File: config.mk
export PLATFORM = sky130hd
export DESIGN_NAME = wb_stream_top
export DESIGN_NICKNAME = d
export VERILOG_FILES = /design/src/hdl/wb_stream_pkg.sv /design/src/hdl/stream_queue.sv /design/src/hdl/wb_stream_regs.sv /design/src/hdl/stream_accum.sv /design/src/hdl/wb_stream_top.sv
export SDC_FILE = /design/constraint.sdc
export NUM_CORES = 1
export LEC_CHECK = 0
export ABC_AREA = 1
export BUFFER_PORTS_ARGS = -buffer_cell sky130_fd_sc_hd__buf_2
export CORE_ASPECT_RATIO = 0.5
export CORE_MARGIN = 2
export CORE_UTILIZATION = 55
export CTS_CLUSTER_SIZE = 10
export DETAILED_ROUTE_END_ITERATION = 7
export GPL_ROUTABILITY_DRIVEN = 0
export PLACE_DENSITY = 0.85
export SETUP_SLACK_MARGIN = 0.02
export SLEW_MARGIN = 20
export SYNTH_ARGS = -nofsm -noshare
export SYNTH_HDL_FRONTEND = slang
export SYNTH_HIERARCHICAL = 1
export SYNTH_SLANG_ARGS = --single-unit
export TNS_END_PERCENT = 10
File: constraint.sdc
create_clock -name clk -period 4.77 [get_ports clk]
set_input_delay 0.954 -clock clk [delete_from_list [all_inputs] [get_ports clk]]
set_output_delay 0.954 -clock clk [all_outputs]
set_load 0.02 [all_outputs]
File: src/hdl/wb_stream_pkg.sv
// wishbone stream subsystem package
// channel counts, queue sizing, bus width and address map

package wb_stream_pkg;

  // bus and stream word width
  localparam int WORD_W = 32;

  // channel counts, one sum channel per input/output pair
  localparam int NUM_ISTREAM = 2;
  localparam int NUM_OSTREAM = NUM_ISTREAM;

  // queue sizing
  localparam int QUEUE_DEPTH = 2;
  localparam int QUEUE_PTR_W = (QUEUE_DEPTH > 1) ? $clog2(QUEUE_DEPTH) : 1;
  localparam int QUEUE_CNT_W = $clog2(QUEUE_DEPTH + 1);

  ////////////////////
  // address map
  ////////////////////

  // each channel owns an 8-byte slot, status word then data word
  localparam int SLOT_BYTES = 8;
  localparam int SLOT_SHIFT = $clog2(SLOT_BYTES);

  localparam int ISTREAM_IDX_W = (NUM_ISTREAM > 1) ? $clog2(NUM_ISTREAM) : 1;
  localparam int OSTREAM_IDX_W = (NUM_OSTREAM > 1) ? $clog2(NUM_OSTREAM) : 1;

  localparam logic [WORD_W-1:0] ISTREAM_BASE = 32'h3000_0000;
  localparam logic [WORD_W-1:0] OSTREAM_BASE = ISTREAM_BASE + WORD_W'(SLOT_BYTES * NUM_ISTREAM);
  // first byte past the output region
  localparam logic [WORD_W-1:0] OSTREAM_END = OSTREAM_BASE + WORD_W'(SLOT_BYTES * NUM_OSTREAM);

  // offsets inside a slot
  localparam logic [WORD_W-1:0] STATUS_OFS = 32'd0;
  localparam logic [WORD_W-1:0] DATA_OFS = 32'd4;

endpackage

File: src/hdl/stream_queue.sv
// two-entry valid/ready FIFO, normal mode
// circular buffer with read/write pointers and an entry count, no bypass

`timescale 1ns/10ps

module stream_queue (
  input  logic                             clk,
  input  logic                             reset_i,
  input  logic                             enq_val_i,
  output logic                             enq_rdy_o,
  input  logic [wb_stream_pkg::WORD_W-1:0] enq_msg_i,
  output logic                             deq_val_o,
  input  logic                             deq_rdy_i,
  output logic [wb_stream_pkg::WORD_W-1:0] deq_msg_o
);

  logic [wb_stream_pkg::WORD_W-1:0] mem [wb_stream_pkg::QUEUE_DEPTH];

  logic [wb_stream_pkg::QUEUE_PTR_W-1:0] wr_ptr;
  logic [wb_stream_pkg::QUEUE_PTR_W-1:0] rd_ptr;
  logic [wb_stream_pkg::QUEUE_CNT_W-1:0] count;

  logic enq_fire;
  logic deq_fire;

  // ready and valid come from the count only
  assign enq_rdy_o = (count < wb_stream_pkg::QUEUE_CNT_W'(wb_stream_pkg::QUEUE_DEPTH));
  assign deq_val_o = (count != '0);
  assign deq_msg_o = mem[rd_ptr];

  assign enq_fire = enq_val_i && enq_rdy_o;
  assign deq_fire = deq_val_o && deq_rdy_i;

  // storage
  always_ff @(posedge clk) begin
    if (enq_fire) begin
      mem[wr_ptr] <= enq_msg_i;
    end
  end

  // pointers and count
  always_ff @(posedge clk) begin
    if (reset_i) begin
      wr_ptr <= '0;
      rd_ptr <= '0;
      count  <= '0;
    end else begin
      if (enq_fire) begin
        if (wr_ptr == wb_stream_pkg::QUEUE_PTR_W'(wb_stream_pkg::QUEUE_DEPTH - 1)) begin
          wr_ptr <= '0;
        end else begin
          wr_ptr <= wr_ptr + 1'b1;
        end
      end
      if (deq_fire) begin
        if (rd_ptr == wb_stream_pkg::QUEUE_PTR_W'(wb_stream_pkg::QUEUE_DEPTH - 1)) begin
          rd_ptr <= '0;
        end else begin
          rd_ptr <= rd_ptr + 1'b1;
        end
      end
      // simultaneous push and pop leaves count unchanged
      if (enq_fire && !deq_fire) begin
        count <= count + 1'b1;
      end else if (deq_fire && !enq_fire) begin
        count <= count - 1'b1;
      end
    end
  end

endmodule

File: src/hdl/wb_stream_regs.sv
// wishbone slave for the stream subsystem
// decodes status/data slots, owns the input and output queues, drives read data

`timescale 1ns/10ps

module wb_stream_regs (
  input  logic                             clk,
  input  logic                             reset_i,
  input  logic                             wbs_stb_i,
  input  logic                             wbs_cyc_i,
  input  logic                             wbs_we_i,
  input  logic [wb_stream_pkg::WORD_W-1:0] wbs_adr_i,
  input  logic [wb_stream_pkg::WORD_W-1:0] wbs_dat_i,
  output logic                             wbs_ack_o,
  output logic [wb_stream_pkg::WORD_W-1:0] wbs_dat_o,
  output logic                             istream_val_o [wb_stream_pkg::NUM_ISTREAM],
  input  logic                             istream_rdy_i [wb_stream_pkg::NUM_ISTREAM],
  output logic [wb_stream_pkg::WORD_W-1:0] istream_data_o [wb_stream_pkg::NUM_ISTREAM],
  input  logic                             ostream_val_i [wb_stream_pkg::NUM_OSTREAM],
  output logic                             ostream_rdy_o [wb_stream_pkg::NUM_OSTREAM],
  input  logic [wb_stream_pkg::WORD_W-1:0] ostream_data_i [wb_stream_pkg::NUM_OSTREAM]
);

  ////////////////////
  // address decode
  ////////////////////

  logic xfer;
  logic in_region;
  logic out_region;
  logic is_status;
  logic is_data;

  logic [wb_stream_pkg::WORD_W-1:0] in_slot;
  logic [wb_stream_pkg::WORD_W-1:0] out_slot;
  logic [wb_stream_pkg::ISTREAM_IDX_W-1:0] in_idx;
  logic [wb_stream_pkg::OSTREAM_IDX_W-1:0] out_idx;

  logic in_status_rd;
  logic in_data_wr;
  logic out_status_rd;
  logic out_data_rd;

  // single-cycle transfers, ack follows the strobe
  assign xfer      = wbs_stb_i && wbs_cyc_i;
  assign wbs_ack_o = xfer;

  assign in_region  = (wbs_adr_i >= wb_stream_pkg::ISTREAM_BASE)
                   && (wbs_adr_i < wb_stream_pkg::OSTREAM_BASE);
  assign out_region = (wbs_adr_i >= wb_stream_pkg::OSTREAM_BASE)
                   && (wbs_adr_i < wb_stream_pkg::OSTREAM_END);

  assign is_status = (wbs_adr_i[wb_stream_pkg::SLOT_SHIFT-1:0]
                   == wb_stream_pkg::STATUS_OFS[wb_stream_pkg::SLOT_SHIFT-1:0]);
  assign is_data   = (wbs_adr_i[wb_stream_pkg::SLOT_SHIFT-1:0]
                   == wb_stream_pkg::DATA_OFS[wb_stream_pkg::SLOT_SHIFT-1:0]);

  // channel index is the slot number within its region
  assign in_slot  = (wbs_adr_i - wb_stream_pkg::ISTREAM_BASE) >> wb_stream_pkg::SLOT_SHIFT;
  assign out_slot = (wbs_adr_i - wb_stream_pkg::OSTREAM_BASE) >> wb_stream_pkg::SLOT_SHIFT;
  assign in_idx   = in_slot[wb_stream_pkg::ISTREAM_IDX_W-1:0];
  assign out_idx  = out_slot[wb_stream_pkg::OSTREAM_IDX_W-1:0];

  assign in_status_rd  = xfer && !wbs_we_i && in_region && is_status;
  assign in_data_wr    = xfer && wbs_we_i && in_region && is_data;
  assign out_status_rd = xfer && !wbs_we_i && out_region && is_status;
  assign out_data_rd   = xfer && !wbs_we_i && out_region && is_data;

  ////////////////////
  // input queues
  ////////////////////

  logic in_enq_val [wb_stream_pkg::NUM_ISTREAM];
  logic in_enq_rdy [wb_stream_pkg::NUM_ISTREAM];

  for (genvar i = 0; i < wb_stream_pkg::NUM_ISTREAM; i++) begin : g_in_q
    // a write to a full queue is simply not taken
    assign in_enq_val[i] = in_data_wr && (in_idx == wb_stream_pkg::ISTREAM_IDX_W'(i));

    stream_queue in_q (
      .clk       (clk),
      .reset_i   (reset_i),
      .enq_val_i (in_enq_val[i]),
      .enq_rdy_o (in_enq_rdy[i]),
      .enq_msg_i (wbs_dat_i),
      .deq_val_o (istream_val_o[i]),
      .deq_rdy_i (istream_rdy_i[i]),
      .deq_msg_o (istream_data_o[i])
    );
  end

  ////////////////////
  // output queues
  ////////////////////

  logic                             out_deq_val [wb_stream_pkg::NUM_OSTREAM];
  logic                             out_deq_rdy [wb_stream_pkg::NUM_OSTREAM];
  logic [wb_stream_pkg::WORD_W-1:0] out_deq_msg [wb_stream_pkg::NUM_OSTREAM];

  for (genvar i = 0; i < wb_stream_pkg::NUM_OSTREAM; i++) begin : g_out_q
    // pop only when a word is actually there
    assign out_deq_rdy[i] = out_data_rd && out_deq_val[i]
                         && (out_idx == wb_stream_pkg::OSTREAM_IDX_W'(i));

    stream_queue out_q (
      .clk       (clk),
      .reset_i   (reset_i),
      .enq_val_i (ostream_val_i[i]),
      .enq_rdy_o (ostream_rdy_o[i]),
      .enq_msg_i (ostream_data_i[i]),
      .deq_val_o (out_deq_val[i]),
      .deq_rdy_i (out_deq_rdy[i]),
      .deq_msg_o (out_deq_msg[i])
    );
  end

  // read data mux, zero for anything unmapped
  always_comb begin
    wbs_dat_o = '0;
    if (in_status_rd) begin
      wbs_dat_o = {{(wb_stream_pkg::WORD_W-1){1'b0}}, in_enq_rdy[in_idx]};
    end else if (out_status_rd) begin
      wbs_dat_o = {{(wb_stream_pkg::WORD_W-1){1'b0}}, out_deq_val[out_idx]};
    end else if (out_data_rd && out_deq_val[out_idx]) begin
      wbs_dat_o = out_deq_msg[out_idx];
    end
  end

endmodule

File: src/hdl/stream_accum.sv
// per-channel running-sum engine
// adds each accepted input word to its channel sum and offers the new sum

`timescale 1ns/10ps

module stream_accum (
  input  logic                             clk,
  input  logic                             reset_i,
  input  logic                             in_val_i [wb_stream_pkg::NUM_ISTREAM],
  output logic                             in_rdy_o [wb_stream_pkg::NUM_ISTREAM],
  input  logic [wb_stream_pkg::WORD_W-1:0] in_data_i [wb_stream_pkg::NUM_ISTREAM],
  output logic                             out_val_o [wb_stream_pkg::NUM_OSTREAM],
  input  logic                             out_rdy_i [wb_stream_pkg::NUM_OSTREAM],
  output logic [wb_stream_pkg::WORD_W-1:0] out_data_o [wb_stream_pkg::NUM_OSTREAM]
);

  // the sum register doubles as the output data register
  logic [wb_stream_pkg::WORD_W-1:0] sum_q [wb_stream_pkg::NUM_OSTREAM];
  logic                             out_val_q [wb_stream_pkg::NUM_OSTREAM];
  logic                             in_fire [wb_stream_pkg::NUM_ISTREAM];

  for (genvar c = 0; c < wb_stream_pkg::NUM_ISTREAM; c++) begin : g_chan
    // room when the register is empty or draining this cycle
    assign in_rdy_o[c] = !out_val_q[c] || out_rdy_i[c];
    assign in_fire[c]  = in_val_i[c] && in_rdy_o[c];

    assign out_val_o[c]  = out_val_q[c];
    assign out_data_o[c] = sum_q[c];

    always_ff @(posedge clk) begin
      if (reset_i) begin
        sum_q[c]     <= '0;
        out_val_q[c] <= 1'b0;
      end else begin
        if (in_fire[c]) begin
          // wraps modulo 2^WORD_W
          sum_q[c]     <= sum_q[c] + in_data_i[c];
          out_val_q[c] <= 1'b1;
        end else if (out_rdy_i[c]) begin
          out_val_q[c] <= 1'b0;
        end
      end
    end
  end

endmodule

File: src/hdl/wb_stream_top.sv
// stream subsystem top level
// wishbone slave block feeding the running-sum engine and back

`timescale 1ns/10ps

module wb_stream_top (
  input  logic                             clk,
  input  logic                             reset_i,
  input  logic                             wbs_stb_i,
  input  logic                             wbs_cyc_i,
  input  logic                             wbs_we_i,
  input  logic [wb_stream_pkg::WORD_W-1:0] wbs_adr_i,
  input  logic [wb_stream_pkg::WORD_W-1:0] wbs_dat_i,
  output logic                             wbs_ack_o,
  output logic [wb_stream_pkg::WORD_W-1:0] wbs_dat_o
);

  // regs to accum
  logic                             istream_val [wb_stream_pkg::NUM_ISTREAM];
  logic                             istream_rdy [wb_stream_pkg::NUM_ISTREAM];
  logic [wb_stream_pkg::WORD_W-1:0] istream_data [wb_stream_pkg::NUM_ISTREAM];

  // accum back to regs
  logic                             ostream_val [wb_stream_pkg::NUM_OSTREAM];
  logic                             ostream_rdy [wb_stream_pkg::NUM_OSTREAM];
  logic [wb_stream_pkg::WORD_W-1:0] ostream_data [wb_stream_pkg::NUM_OSTREAM];

  wb_stream_regs wb_stream_regs_inst (
    .clk            (clk),
    .reset_i        (reset_i),
    .wbs_stb_i      (wbs_stb_i),
    .wbs_cyc_i      (wbs_cyc_i),
    .wbs_we_i       (wbs_we_i),
    .wbs_adr_i      (wbs_adr_i),
    .wbs_dat_i      (wbs_dat_i),
    .wbs_ack_o      (wbs_ack_o),
    .wbs_dat_o      (wbs_dat_o),
    .istream_val_o  (istream_val),
    .istream_rdy_i  (istream_rdy),
    .istream_data_o (istream_data),
    .ostream_val_i  (ostream_val),
    .ostream_rdy_o  (ostream_rdy),
    .ostream_data_i (ostream_data)
  );

  stream_accum stream_accum_inst (
    .clk        (clk),
    .reset_i    (reset_i),
    .in_val_i   (istream_val),
    .in_rdy_o   (istream_rdy),
    .in_data_i  (istream_data),
    .out_val_o  (ostream_val),
    .out_rdy_i  (ostream_rdy),
    .out_data_o (ostream_data)
  );

endmodule

==> impl_metrics.csv <==
group,metric,value,unit
clock_network,insertion_delay,0.54,ns
yosys,avgSynthCellArea,10.4,µm²
critical_path,r2r_cells,12,
final_layout,utilization,0.615,
hold_path,hold_start,"stream_accum_inst/sum_q[1][17]$_SDFFCE_PN0P_",
timing,setup_violations,0,
die,die_h,136,µm
critical_path,critical_path_class,"in -> out",
clock_network,cts_buffers,40,
timing,final_max_slew_viol_count,0,
pwr,p_per_area,620,nW/µm²
status,status,"finished clean",
die,ios,102,
yosys,synth_cell_types,42,
critical_path,cp_slowest_stage_delay,0.54,ns
timing,slew_headroom,0.304,
detailed_routing,drt-vias-per-instance,5.64,
critical_path,crit_path_end_kind,"output pin",
timing,setup_tns,0,ns
die,die_area,36300,µm²
critical_path,r2r_slack,1.47,ns
clock_network,h-tree-depth,2,
die,initial_core_util,0.556,
hold_path,hold_path_class,"reg -> reg",
die,die_x,267,µm
timing,worst_pin_slew,1.04,ns
clock_network,cts_tree,"done",
critical_path,crit_start,"wbs_adr_i[24]",
clock_network,cts-root-buf,"clkbuf_16",
yosys,ys_async_sr_fraction,0,
clock_network,cts_buffer_depth,3,
global_route,grt_pass1_wl,73100,µm
yosys,synth.cell_area,19100,µm²
yosys,synth_warnings,6,
clock_network,postCtsHoldBufs,0,
detailed_routing,drc_errors,0,
pwr,swShare,0.408,
critical_path,critPathMaxFanout,33,
final_layout,drive_gt1_frac,0.203,
clock_network,cts.reportedPaths.clkPinSlew,0.06,ns
timing,finalCriticalPeriod,3.82,ns
critical_path,cp-start-kind,"primary input",
detailed_routing,ant_nets,0,
placement,portBuffers,101,
run,maxCapViolCount,0,
yosys,seq_area_frac_synth,0.528,
final_layout,fin_nets,2107,
detailed_routing,first_pass_iters,6,
pwr,clockPowerShare,0.213,
hold_path,holdPathEnd,"wb_stream_regs_inst/g_out_q[1].out_q/mem[1][17]$_DFFE_PP_",
final_layout,antenna_cells,0,
global_route,antenna_found_initial,1,
global_route,grt_max_degree,37,
critical_path,crit_arrival,2.87,ns
critical_path,r2r-end,"stream_accum_inst/sum_q[1][24]$_SDFFCE_PN0P_",
detailed_routing,vias,13882,
die,core_area,34400,µm²
timing,finalCritPeriodShare,0.801,
clock_network,cts_sinks,342,
detailed_routing,first_iter_violations,1677,
yosys,syn_nets,1980,
pwr,sequentialPowerShare,0.352,
final_layout,final_common_cell,"nand2_1",
global_route,first_global_vias,13466,
detailed_routing,wl_per_cell,19.5,µm
timing,rsz0062_at_grt,"false",
die,num_rows,48,
clock_network,post_cts_resized,0,
yosys,synth_ff_type,"edfxtp_1",
detailed_routing,wirelength,48100,µm
critical_path,crit_required,3.82,ns
final_layout,layout_common_cells,"nand2_1, edfxtp_1, inv_1",
timing,hold_viol,0,
final_layout,fillCellCount,2528,
clock_network,cts_setup_buffers,0,
hold_path,hold_path_depth,0,
placement,post-dp-hpwl,33500,µm
pwr,leakagePower,0.00943,µW
timing,maxClockFrequency,262,MHz
yosys,netlist_instances,1843,
pwr,p_int,7760,µW
yosys,synth-edff-count,322,
timing,fin_worst_skew,0.0181,ns
global_route,grt_overflow,0,
global_route,gr-usage-all-layers,0.264,
pwr,p_comb_frac,0.435,
critical_path,cp_cell_sequence,"buf_2, nor2_2, nand2_1, nor2_1, nand2_1, nand2_2, inv_2, nand2_4, nand3_4, nor3_2, buf_2",
critical_path,crit_slowest_cell,"nand3_4",
pwr,peakVddDrop,0.000309,V
final_layout,syn2layout_area_growth,10.8,%
yosys,yosys_register_bits,342,
pwr,netSwitchingPower,5340,µW
-- how the worst max path moves through the flow --
stage	end	cells after the start	slack [ns]
5_1_grt	wbs_dat_o[2]	11	0.81
2_1_floorplan	wb_stream_regs_inst/g_in_q[0].in_q/mem[1][0]$_DFFE_PP_	11	1.02
3_5_place_dp	wbs_dat_o[17]	11	0.93
4_1_cts	wbs_dat_o[17]	11	0.93
3_3_place_gp	wbs_dat_o[1]	11	1.02
6_report	wbs_dat_o[17]	11	0.95
-- registers in the layout (all words and copies together) (netlist names), named ones only --
register,cells
wb_stream_regs_inst/g_in_q.in_q/rd_ptr,2
stream_accum_inst/sum_q,64
stream_accum_inst/out_val_q,2
wb_stream_regs_inst/g_out_q.out_q/rd_ptr,2
wb_stream_regs_inst/g_in_q.in_q/count,4
wb_stream_regs_inst/g_in_q.in_q/wr_ptr,2
wb_stream_regs_inst/g_out_q.out_q/count,4
wb_stream_regs_inst/g_out_q.out_q/wr_ptr,2
wb_stream_regs_inst/g_in_q.in_q/mem,128
wb_stream_regs_inst/g_out_q.out_q/mem,128
-- metal layers --
| metal | share of wire | GRT usage |
|---|---|---|
| met5 | 0.00027 | 0 |
| met4 | 0.046 | 0.126 |
| met3 | 0.11 | 0.0518 |
| met2 | 0.45 | 0.428 |
| met1 | 0.39 | 0.345 |
-- final cells by class --
| class | count | area, µm² | share of cell area |
|---|---|---|---|
| Sequential cell | 342 | 10100 | 0.477 |
| Tap cell | 475 | 594 | 0.0281 |
| Multi-Input combinational cell | 1196 | 7630 | 0.361 |
| Clock buffer | 57 | 1110 | 0.0524 |
| Clock inverter | 3 | 50.0 | 0.00237 |
| Inverter | 272 | 1020 | 0.0483 |
| Timing Repair Buffer | 118 | 666 | 0.0315 |
-- synthesized netlist by cell type, drive strengths merged (20+ instances only) --
cell type | count | area, µm²
nand2 | 508 | 1990
mux2 | 128 | 1890
inv | 271 | 1020
edfxtp | 322 | 9670
o21ai | 25 | 125
mux2i | 31 | 310
buf | 33 | 424
a21oi | 93 | 477
nor3 | 52 | 465
ha | 66 | 826
nor2 | 165 | 652
nand3 | 74 | 423
dfxtp | 20 | 400
-- stage by stage --
stage | setup WS [ns] | cells | hold WS, ns | area (µm²) | power [µW]
global placement | 1.02 | 2401 | 0.457 | 19900 | 9750
finish | 0.950 | 2463 | 0.479 | 21100 | 13100
floorplan | 1.02 | 1843 | 0.449 | 19100 | 8640
detailed placement | 0.934 | 2401 | 0.466 | 19900 | 10000
CTS | 0.927 | 2461 | 0.483 | 21100 | 12900
global route | 0.809 | 2463 | 0.498 | 21100 | 13800
-- critical path, delay by kind of cell --
family	cells	cell delay (ns)
and+or+nand+nor	8	1.53
buffers and inverters	3	0.36
-- cells by family after synthesis --
group                    after synthesis  share of synthesized area
XOR/XNOR                               4                    0.00184
AO/OA/AOI/OAI                        135                     0.0382
adder cells (fa/ha/maj)               68                     0.0454
AND/OR/NAND/NOR                      830                      0.196
flip-flops                           342                      0.528
multiplexers                         159                      0.115
buffers and inverters                305                     0.0757
-- power groups by stage --
stage / Combinational (µW) / Clock [µW] / Sequential (µW)
after floorplan: 4170 / 0 / 4470
after global placement: 5150 / 0 / 4600
after detailed placement: 5380 / 0 / 4660
after CTS: 5480 / 2830 / 4610
after global routing: 6160 / 2950 / 4660
final: 5700 / 2790 / 4610
Power figures use the tool's default switching activity.
